[src/pce_video_cfg.svh]
// width, address and timing constants for the video wrapper
// bridge setting addresses, expected raster sizes, sync shaping

`ifndef PCE_VIDEO_CFG_SVH
`define PCE_VIDEO_CFG_SVH

// bridge bus
`define PCE_BRIDGE_ADDR_W 32
`define PCE_BRIDGE_DATA_W 32

// setting register addresses
`define PCE_ADDR_SGX      32'h0000_0004
`define PCE_ADDR_RESET    32'h0000_0050
`define PCE_ADDR_OVERSCAN 32'h0000_0200

// core reset hold after a reset write, in clk_74a cycles
`define PCE_RESET_HOLD 1024

// expected raster size
`define PCE_WIDTH_NARROW   352
`define PCE_WIDTH_WIDE     512
`define PCE_LINES_FULL     240
`define PCE_LINES_OVERSCAN 224

// border and sync shaping
`define PCE_BORDER_HOLD   4
`define PCE_BORDER_PIXELS 24
`define PCE_HS_DELAY      6

// max line width thresholds for the scaler slot code
`define PCE_SLOT_WIDE_MIN 380
`define PCE_SLOT_352_MIN  330
`define PCE_SLOT_320_MIN  280

`endif

[src/verilog/pce_video_pkg.sv]
// shared types for the video wrapper
// pixel, counter and bridge word typedefs, dotclock divider enum

`default_nettype none

`include "pce_video_cfg.svh"

package pce_video_pkg;

  // 8 bits each of r, g, b
  typedef logic [23:0] rgb_t;

  // pixels within a line, wide enough for the full 512 mode line
  typedef logic [9:0] pixel_count_t;

  // lines within a frame
  typedef logic [8:0] line_count_t;

  // scaler video mode slot code
  typedef logic [1:0] video_slot_t;

  // bridge bus words
  typedef logic [`PCE_BRIDGE_ADDR_W-1:0] bridge_addr_t;
  typedef logic [`PCE_BRIDGE_DATA_W-1:0] bridge_data_t;

  // core dotclock divider setting
  // 256 and both 512 encodings share the same line width on the scaler
  typedef enum logic [1:0] {
    DOT_256   = 2'b00,
    DOT_352   = 2'b01,
    DOT_512_A = 2'b10,
    DOT_512_B = 2'b11
  } dotclock_mode_t;

endpackage

`default_nettype wire

[src/verilog/raster_if.sv]
// raster state bundle from the tracker to the output stage
// edge strobes, counters, line and frame progress flags

`timescale 1ns/1ps
`default_nettype none

interface raster_if
  import pce_video_pkg::*;
();

  // core blanking levels, passed on for blank extension
  logic         hblank;
  logic         vblank;

  // core DE with the border hold applied
  logic         core_de;

  // single cycle rise strobes
  logic         hs_rise;
  logic         vs_rise;

  pixel_count_t pixel_count;
  pixel_count_t max_pixel_count;
  line_count_t  line_count;

  logic         line_started;
  logic         frame_started;
  logic         border_active;

  modport tracker (
    output hblank, vblank, core_de, hs_rise, vs_rise,
    output pixel_count, max_pixel_count, line_count,
    output line_started, frame_started, border_active
  );

  modport stage (
    input hblank, vblank, core_de, hs_rise, vs_rise,
    input pixel_count, max_pixel_count, line_count,
    input line_started, frame_started, border_active
  );

endinterface

`default_nettype wire

[src/verilog/core_video_top.sv]
// video side of the core wrapper
// settings bank, raster tracker and scaler output stage

`timescale 1ns/1ps
`default_nettype none

module core_video_top
  import pce_video_pkg::*;
(
  input  wire            clk_74a,
  input  wire            pll_core_locked,

  // bridge writes
  input  wire            bridge_wr,
  input  bridge_addr_t   bridge_addr,
  input  bridge_data_t   bridge_wr_data,

  // emulated console raster
  input  wire            hblank,
  input  wire            vblank,
  input  wire            core_hs,
  input  wire            core_vs,
  input  wire            border,
  input  rgb_t           core_rgb,
  input  dotclock_mode_t dotclock_mode,

  // to the core
  output logic           core_reset,
  output logic           sgx,

  // to the scaler
  output rgb_t           video_rgb,
  output logic           video_de,
  output logic           video_hs,
  output logic           video_vs
);

  logic overscan_enable;
  logic de_expanded;

  raster_if rast ();

  ////////////////////////////////////////////////////////////
  // settings

  settings_regs settings_regs_inst (
    .clk_74a        (clk_74a),
    .pll_core_locked(pll_core_locked),
    .bridge_wr      (bridge_wr),
    .bridge_addr    (bridge_addr),
    .bridge_wr_data (bridge_wr_data),
    .sgx            (sgx),
    .overscan_enable(overscan_enable),
    .core_reset     (core_reset)
  );

  ////////////////////////////////////////////////////////////
  // raster path

  raster_tracker raster_tracker_inst (
    .clk_74a        (clk_74a),
    .pll_core_locked(pll_core_locked),
    .hblank         (hblank),
    .vblank         (vblank),
    .core_hs        (core_hs),
    .core_vs        (core_vs),
    .border         (border),
    .de_expanded    (de_expanded),
    .rast           (rast.tracker)
  );

  video_output_stage video_output_stage_inst (
    .clk_74a        (clk_74a),
    .pll_core_locked(pll_core_locked),
    .rast           (rast.stage),
    .core_rgb       (core_rgb),
    .dotclock_mode  (dotclock_mode),
    .overscan_enable(overscan_enable),
    .de_expanded    (de_expanded),
    .video_rgb      (video_rgb),
    .video_de       (video_de),
    .video_hs       (video_hs),
    .video_vs       (video_vs)
  );

endmodule

`default_nettype wire

[src/verilog/raster_tracker.sv]
// raster tracker for the emulated console video
// sync edge detection, border hold, pixel, line and max width counters

`timescale 1ns/1ps
`default_nettype none

`include "pce_video_cfg.svh"

module raster_tracker
  import pce_video_pkg::*;
(
  input  wire clk_74a,
  input  wire pll_core_locked,
  input  wire hblank,
  input  wire vblank,
  input  wire core_hs,
  input  wire core_vs,
  input  wire border,
  input  wire de_expanded,
  raster_if.tracker rast
);

  localparam int BORDER_W = $clog2(`PCE_BORDER_HOLD + 1);

  logic                hs_prev;
  logic                vs_prev;
  logic                core_de_prev;
  logic                de_expanded_prev;
  logic [BORDER_W-1:0] border_hold;

  logic core_de_fall;
  logic line_done;

  ////////////////////////////////////////////////////////////
  // combinational strobes

  assign rast.hblank        = hblank;
  assign rast.vblank        = vblank;
  assign rast.border_active = (border_hold != '0);

  // border drops a few pixels early, so the hold keeps DE off
  assign rast.core_de = ~hblank && ~vblank && ~rast.border_active;

  assign rast.hs_rise = core_hs && ~hs_prev;
  assign rast.vs_rise = core_vs && ~vs_prev;

  assign core_de_fall = ~rast.core_de && core_de_prev;

  // padded line has ended and the core is not drawing
  assign line_done = de_expanded_prev && ~de_expanded && ~rast.core_de;

  ////////////////////////////////////////////////////////////
  // sample history and border hold

  always_ff @(posedge clk_74a or negedge pll_core_locked) begin
    if (!pll_core_locked) begin
      hs_prev          <= 1'b0;
      vs_prev          <= 1'b0;
      core_de_prev     <= 1'b0;
      de_expanded_prev <= 1'b0;
      border_hold      <= '0;
    end else begin
      hs_prev          <= core_hs;
      vs_prev          <= core_vs;
      core_de_prev     <= rast.core_de;
      de_expanded_prev <= de_expanded;

      if (border) begin
        border_hold <= BORDER_W'(`PCE_BORDER_HOLD);
      end else if (border_hold != '0) begin
        border_hold <= border_hold - 1'b1;
      end
    end
  end

  ////////////////////////////////////////////////////////////
  // pixel and line counters

  always_ff @(posedge clk_74a or negedge pll_core_locked) begin
    if (!pll_core_locked) begin
      rast.pixel_count     <= '0;
      rast.max_pixel_count <= '0;
      rast.line_count      <= '0;
      rast.line_started    <= 1'b0;
      rast.frame_started   <= 1'b0;
    end else begin
      if (rast.vs_rise) begin
        rast.line_count    <= '0;
        rast.frame_started <= 1'b0;
      end

      if (rast.hs_rise) begin
        rast.pixel_count     <= '0;
        rast.line_started    <= 1'b0;
        rast.max_pixel_count <= '0;
        // lines only count once the frame has drawn something
        if (rast.frame_started) begin
          rast.line_count <= rast.line_count + 1'b1;
        end
      end else if (rast.core_de || rast.line_started) begin
        rast.pixel_count   <= rast.pixel_count + 1'b1;
        rast.line_started  <= ~line_done;
        rast.frame_started <= 1'b1;
      end

      // widest drawn line picks the scaler slot
      if (core_de_fall && (rast.pixel_count > rast.max_pixel_count)) begin
        rast.max_pixel_count <= rast.pixel_count;
      end
    end
  end

endmodule

`default_nettype wire

[src/verilog/settings_regs.sv]
// bridge setting registers
// sgx and overscan flags, core reset hold counter

`timescale 1ns/1ps
`default_nettype none

`include "pce_video_cfg.svh"

module settings_regs
  import pce_video_pkg::*;
(
  input  wire          clk_74a,
  input  wire          pll_core_locked,
  input  wire          bridge_wr,
  input  bridge_addr_t bridge_addr,
  input  bridge_data_t bridge_wr_data,
  output logic         sgx,
  output logic         overscan_enable,
  output logic         core_reset
);

  localparam int HOLD_W = $clog2(`PCE_RESET_HOLD + 1);

  logic [HOLD_W-1:0] reset_hold;

  logic wr_sgx;
  logic wr_overscan;
  logic wr_reset;

  // exact address match, no aliasing
  assign wr_sgx      = bridge_wr && (bridge_addr == `PCE_ADDR_SGX);
  assign wr_overscan = bridge_wr && (bridge_addr == `PCE_ADDR_OVERSCAN);
  assign wr_reset    = bridge_wr && (bridge_addr == `PCE_ADDR_RESET);

  always_ff @(posedge clk_74a or negedge pll_core_locked) begin
    if (!pll_core_locked) begin
      sgx             <= 1'b0;
      overscan_enable <= 1'b0;
    end else begin
      if (wr_sgx) begin
        sgx <= bridge_wr_data[0];
      end
      if (wr_overscan) begin
        overscan_enable <= bridge_wr_data[0];
      end
    end
  end

  // a new reset write restarts the hold
  always_ff @(posedge clk_74a or negedge pll_core_locked) begin
    if (!pll_core_locked) begin
      reset_hold <= '0;
    end else if (wr_reset) begin
      reset_hold <= HOLD_W'(`PCE_RESET_HOLD);
    end else if (reset_hold != '0) begin
      reset_hold <= reset_hold - 1'b1;
    end
  end

  assign core_reset = (reset_hold != '0);

endmodule

`default_nettype wire

[src/verilog/video_output_stage.sv]
// scaler output stage
// expanded DE, one cycle vsync, delayed hsync, end of line slot word

`timescale 1ns/1ps
`default_nettype none

`include "pce_video_cfg.svh"

module video_output_stage
  import pce_video_pkg::*;
(
  input  wire            clk_74a,
  input  wire            pll_core_locked,
  raster_if.stage        rast,
  input  rgb_t           core_rgb,
  input  dotclock_mode_t dotclock_mode,
  input  wire            overscan_enable,
  output logic           de_expanded,
  output rgb_t           video_rgb,
  output logic           video_de,
  output logic           video_hs,
  output logic           video_vs
);

  localparam int HS_W = $clog2(`PCE_HS_DELAY + 1);

  logic [HS_W-1:0] hs_delay;
  logic            de_expanded_prev;

  pixel_count_t expected_width;
  line_count_t  expected_lines;
  video_slot_t  video_slot;
  rgb_t         slot_rgb;

  logic expanded_hblank;
  logic expanded_vblank;
  logic expanded_border;

  // 256 mode is pixel doubled, so it shares the 512 width
  assign expected_width = (dotclock_mode == DOT_352) ? pixel_count_t'(`PCE_WIDTH_NARROW) :
                                                       pixel_count_t'(`PCE_WIDTH_WIDE);
  assign expected_lines = overscan_enable ? line_count_t'(`PCE_LINES_OVERSCAN) :
                                            line_count_t'(`PCE_LINES_FULL);

  ////////////////////////////////////////////////////////////
  // expanded DE

  // short lines and frames keep DE up until the full size is reached
  assign expanded_hblank = rast.hblank &&
                           ~(rast.line_started && rast.pixel_count < expected_width);
  assign expanded_vblank = rast.vblank &&
                           ~(rast.frame_started && rast.line_count < line_count_t'(`PCE_LINES_FULL));
  assign expanded_border = rast.border_active &&
                           (rast.pixel_count < pixel_count_t'(`PCE_BORDER_PIXELS));

  assign de_expanded = ~expanded_hblank && ~expanded_vblank && ~expanded_border &&
                       (rast.pixel_count < expected_width) &&
                       (rast.line_count < expected_lines);

  ////////////////////////////////////////////////////////////
  // slot word and outputs

  always_comb begin
    if (rast.max_pixel_count > pixel_count_t'(`PCE_SLOT_WIDE_MIN)) begin
      video_slot = 2'd0;
    end else if (rast.max_pixel_count > pixel_count_t'(`PCE_SLOT_352_MIN)) begin
      video_slot = 2'd2;
    end else if (rast.max_pixel_count > pixel_count_t'(`PCE_SLOT_320_MIN)) begin
      video_slot = 2'd1;
    end else begin
      video_slot = 2'd0;
    end
  end

  assign slot_rgb = {8'h00, video_slot, overscan_enable, 13'h0000};

  // the slot word goes out on the first cycle after DE drops
  assign video_rgb = rast.core_de ? core_rgb :
                     (de_expanded_prev && ~de_expanded) ? slot_rgb : '0;
  assign video_de  = de_expanded;
  assign video_vs  = rast.vs_rise;
  assign video_hs  = (hs_delay == HS_W'(1));

  // hsync is pushed back so it never lands on the vsync cycle
  always_ff @(posedge clk_74a or negedge pll_core_locked) begin
    if (!pll_core_locked) begin
      hs_delay         <= '0;
      de_expanded_prev <= 1'b0;
    end else begin
      if (rast.hs_rise) begin
        hs_delay <= HS_W'(`PCE_HS_DELAY);
      end else if (hs_delay != '0) begin
        hs_delay <= hs_delay - 1'b1;
      end
      de_expanded_prev <= de_expanded;
    end
  end

endmodule

`default_nettype wire
[config.mk]
export PLATFORM = sky130hd
export DESIGN_NAME = core_video_top
export DESIGN_NICKNAME = d
export VERILOG_FILES = /design/src/verilog/pce_video_pkg.sv /design/src/verilog/raster_if.sv /design/src/verilog/core_video_top.sv /design/src/verilog/raster_tracker.sv /design/src/verilog/settings_regs.sv /design/src/verilog/video_output_stage.sv
export VERILOG_INCLUDE_DIRS = /design/src
export SDC_FILE = /design/constraint.sdc
export NUM_CORES = 1
export LEC_CHECK = 0
export BUFFER_PORTS_ARGS = -buffer_cell sky130_fd_sc_hd__buf_4
export CORE_MARGIN = 3
export CORE_UTILIZATION = 53
export DETAILED_ROUTE_END_ITERATION = 10
export PLACE_DENSITY = 0.86
export SYNTH_ARGS = -nofsm -noshare
export SYNTH_HDL_FRONTEND = slang
export SYNTH_SLANG_ARGS = --single-unit
[constraint.sdc]
create_clock -name clk_74a -period 4.15 [get_ports clk_74a]
set_input_delay 0.6225 -clock clk_74a [delete_from_list [all_inputs] [get_ports clk_74a]]
set_output_delay 0.6225 -clock clk_74a [all_outputs]
set_load 0.005 [all_outputs]
==> results.cfg <==
[status]
status = finished clean

[synthesis]
synth_edf_count = 0
yosys_warnings = 0
syn_inst = 347
syn-num-nets = 465
synth_cell_types = 54
ys_seq_area_share_pct = 41.5
ys_seq_elements = 54
avgSynthCellArea_um2 = 9.39
synthArstFlopShare_pct = 100
synthesis.area_um2 = 3260
ys.flop_type = dfrtp_1

[finish]
layout-drive-gt1-share_pct = 26.5
layout_common_cells = buf_4 (97), dfrtp_1 (54), nor2_1 (38)
fillers = 399
regArea_um2 = 1350
final_common_cell = buf_4
syn_to_final_growth_pct = 27.3
fin_nets = 559
fin_area_um2 = 4150
diodes = 0
multi_input_area_um2 = 1780

[die]
die_h_um = 84.4
die_w_um = 84.4
core_um2 = 5710
boundaryPins = 127
fp.dieArea_um2 = 7120
initial_utilization_pct = 57.0
num_rows = 27

[critical_path]
startpoint = dotclock_mode[1]
cp_max_fo = 5
cp_slowest_cell = a211o_1
path_buf_inv = 3
worstSetupPathType = primary input to output port
endpoint_kind = output port
cp.required_ns = 3.53
reg2reg_from = raster_tracker_inst.rast.pixel_count[7]
path_cells = buf_4 > nor2b_1 > inv_1 > ha_1 > a2111oi_4 > o41ai_1 > a211o_1 > a32o_1 > buf_4
cpPeakStageDelay_ns = 0.38
crit_arrival_ns = 2.63
cpMostUsedCell = buf_4
start_kind = primary input
crit_family = compound AO/OA/AOI/OAI gates

[timing]
max_freq_ghz = 0.307
max_slew.worst_pin.slew_ns = 0.869
grt_setup_unrepaired = false
setup_tns_ns = 0
finalCriticalPeriod_ns = 3.26
hold_viol = 0
setup_viol = 0
drv_slew = 0
slew_headroom_pct = 41.9
timing.final.crit_share_pct = 78.5
clock-skew-final_ns = 0.00725

[grt]
grt_pass1_vias = 2915
grt_usage_pct = 22.4
grt_pass1_wl_um = 13300
antenna_found_initial = 0
overflow = 0
grt_max_degree = 55

[cts]
numCtsBuffers = 5
cts_buffer_depth = 2
clock_latency_ns = 0.31
cts_num_sinks = 54
clkSlewWorstSetupHoldPaths_ns = 0.10
h-tree-depth = 2
ctsResizeCount = 0
cts_root_buf = clkbuf_8
cts_tree = built
hold_buffers = 0
postCtsSetupBuffers = 0

[routing]
ant_nets = 0
dr.pass1.iters = 4
finalWirelength_um = 7880
drc = 0
vias = 2975
first_iter_violations = 157
via_per_inst = 5.79
routedWlPerCell_um = 15.3

[placed_design]
dpl_cell_area_um2 = 4040
portBuffers = 95
place.gp.congestion = 0.813
dp_hpwl_um = 6010

[run]
max_cap_viol_count = 0

[power]
p_leak_nw = 1.93
power.density_nw_per_um2 = 322
ir_drop_mv = 0.316

[hold_path]
hp-class = primary input to asynchronous set/reset pin
per-stage QoR:
stage	util (%)	hold slack, ns	cells	setup slack, ns	power, mW
after CTS	72.6	0.359	514	0.889	1.35
after global routing	72.6	0.382	514	0.802	1.42
after global placement	70.7	0.489	506	0.903	0.972
after detailed placement	70.7	0.493	506	0.895	0.999
final	72.6	0.343	514	0.894	1.34
after floorplan	-	0.327	347	1.33	0.848
state kept, by name, indices dropped and copies added (netlist names):
signal	count
raster_tracker_inst.border_hold	3
raster_tracker_inst.core_de_prev	1
raster_tracker_inst.hs_prev	1
raster_tracker_inst.rast.frame_started	1
raster_tracker_inst.rast.line_count	9
raster_tracker_inst.rast.line_started	1
raster_tracker_inst.rast.max_pixel_count	10
raster_tracker_inst.rast.pixel_count	10
raster_tracker_inst.vs_prev	1
settings_regs_inst.overscan_enable	1
settings_regs_inst.reset_hold	11
settings_regs_inst.sgx	1
video_output_stage_inst.de_expanded_prev	1
video_output_stage_inst.hs_delay	3
power breakdown:
part	switching, mW	internal (mW)
clock network	0.169	0.178
logic	0.183	0.174
registers	0.0546	0.578
area by class of cell:
cell class	instances	area share, %
Timing Repair Buffer	97	17.6
Inverter	24	2.17
Tap cell	72	2.17
Multi-Input combinational cell	259	42.9
Sequential cell	54	32.6
Clock inverter	3	0.966
Clock buffer	5	1.66
routing by layer:
layer  vias to the layer above  wire (um)  track usage (%)  share of wire (%)
met1                      1442       3260             27.8                 41
met2                        83       4140             38.9                 53
met3                        15        314             4.42                4.0
li1                       1435          -                -                  -
met5                         -          0                0                  0
met4                         0        169             7.91                2.1
path summary, 6_finish.rpt:
check / endpoint / slack, ns / depth (start not counted)
max: video_rgb[13] / 0.89 / 9
min: settings_regs_inst.reset_hold[0] / 0.34 / 1
max reg2reg: raster_tracker_inst.rast.max_pixel_count[0] / 1.83 / 6
min reg2reg: raster_tracker_inst.rast.line_count[3] / 0.51 / 1
max in group asynchronous: video_output_stage_inst.hs_delay[0] / 3.36 / 1
min in group clk_74a: raster_tracker_inst.vs_prev / 0.43 / 1
cells by family (layout without fill, tap and decap cells):
group | after synthesis | count (layout) | share of synthesized area [%]
buf+inv | 34 | 129 | 4.23
simple gates | 152 | 152 | 25.8
compound gates | 70 | 70 | 16.0
mux | 3 | 3 | 0.999
flops | 54 | 54 | 41.5
xor+xnor | 14 | 14 | 3.76
fa+ha+maj | 20 | 20 | 7.68
Yosys cell counts, types with 3 or more instances:
cell | n | area [um2]
a22o_1 | 14 | 123
o21ai_0 | 20 | 100
nand3b_1 | 3 | 22.5
nor2_1 | 38 | 143
a211oi_1 | 3 | 22.5
nand2_1 | 17 | 63.8
ha_1 | 20 | 250
nor4_1 | 10 | 62.6
nand4_1 | 7 | 43.8
nand3_1 | 12 | 60.1
a21oi_1 | 10 | 50.1
o31ai_1 | 5 | 37.5
and3_1 | 4 | 25.0
dfrtp_1 | 54 | 1350
inv_1 | 24 | 90.1
nand2b_1 | 7 | 43.8
nor2b_1 | 5 | 31.3
xnor2_1 | 12 | 105
clkbuf_1 | 6 | 22.5
and4_1 | 3 | 26.3
and2_1 | 22 | 138
nor3_1 | 9 | 45.0
Power figures use the tool's default switching activity.
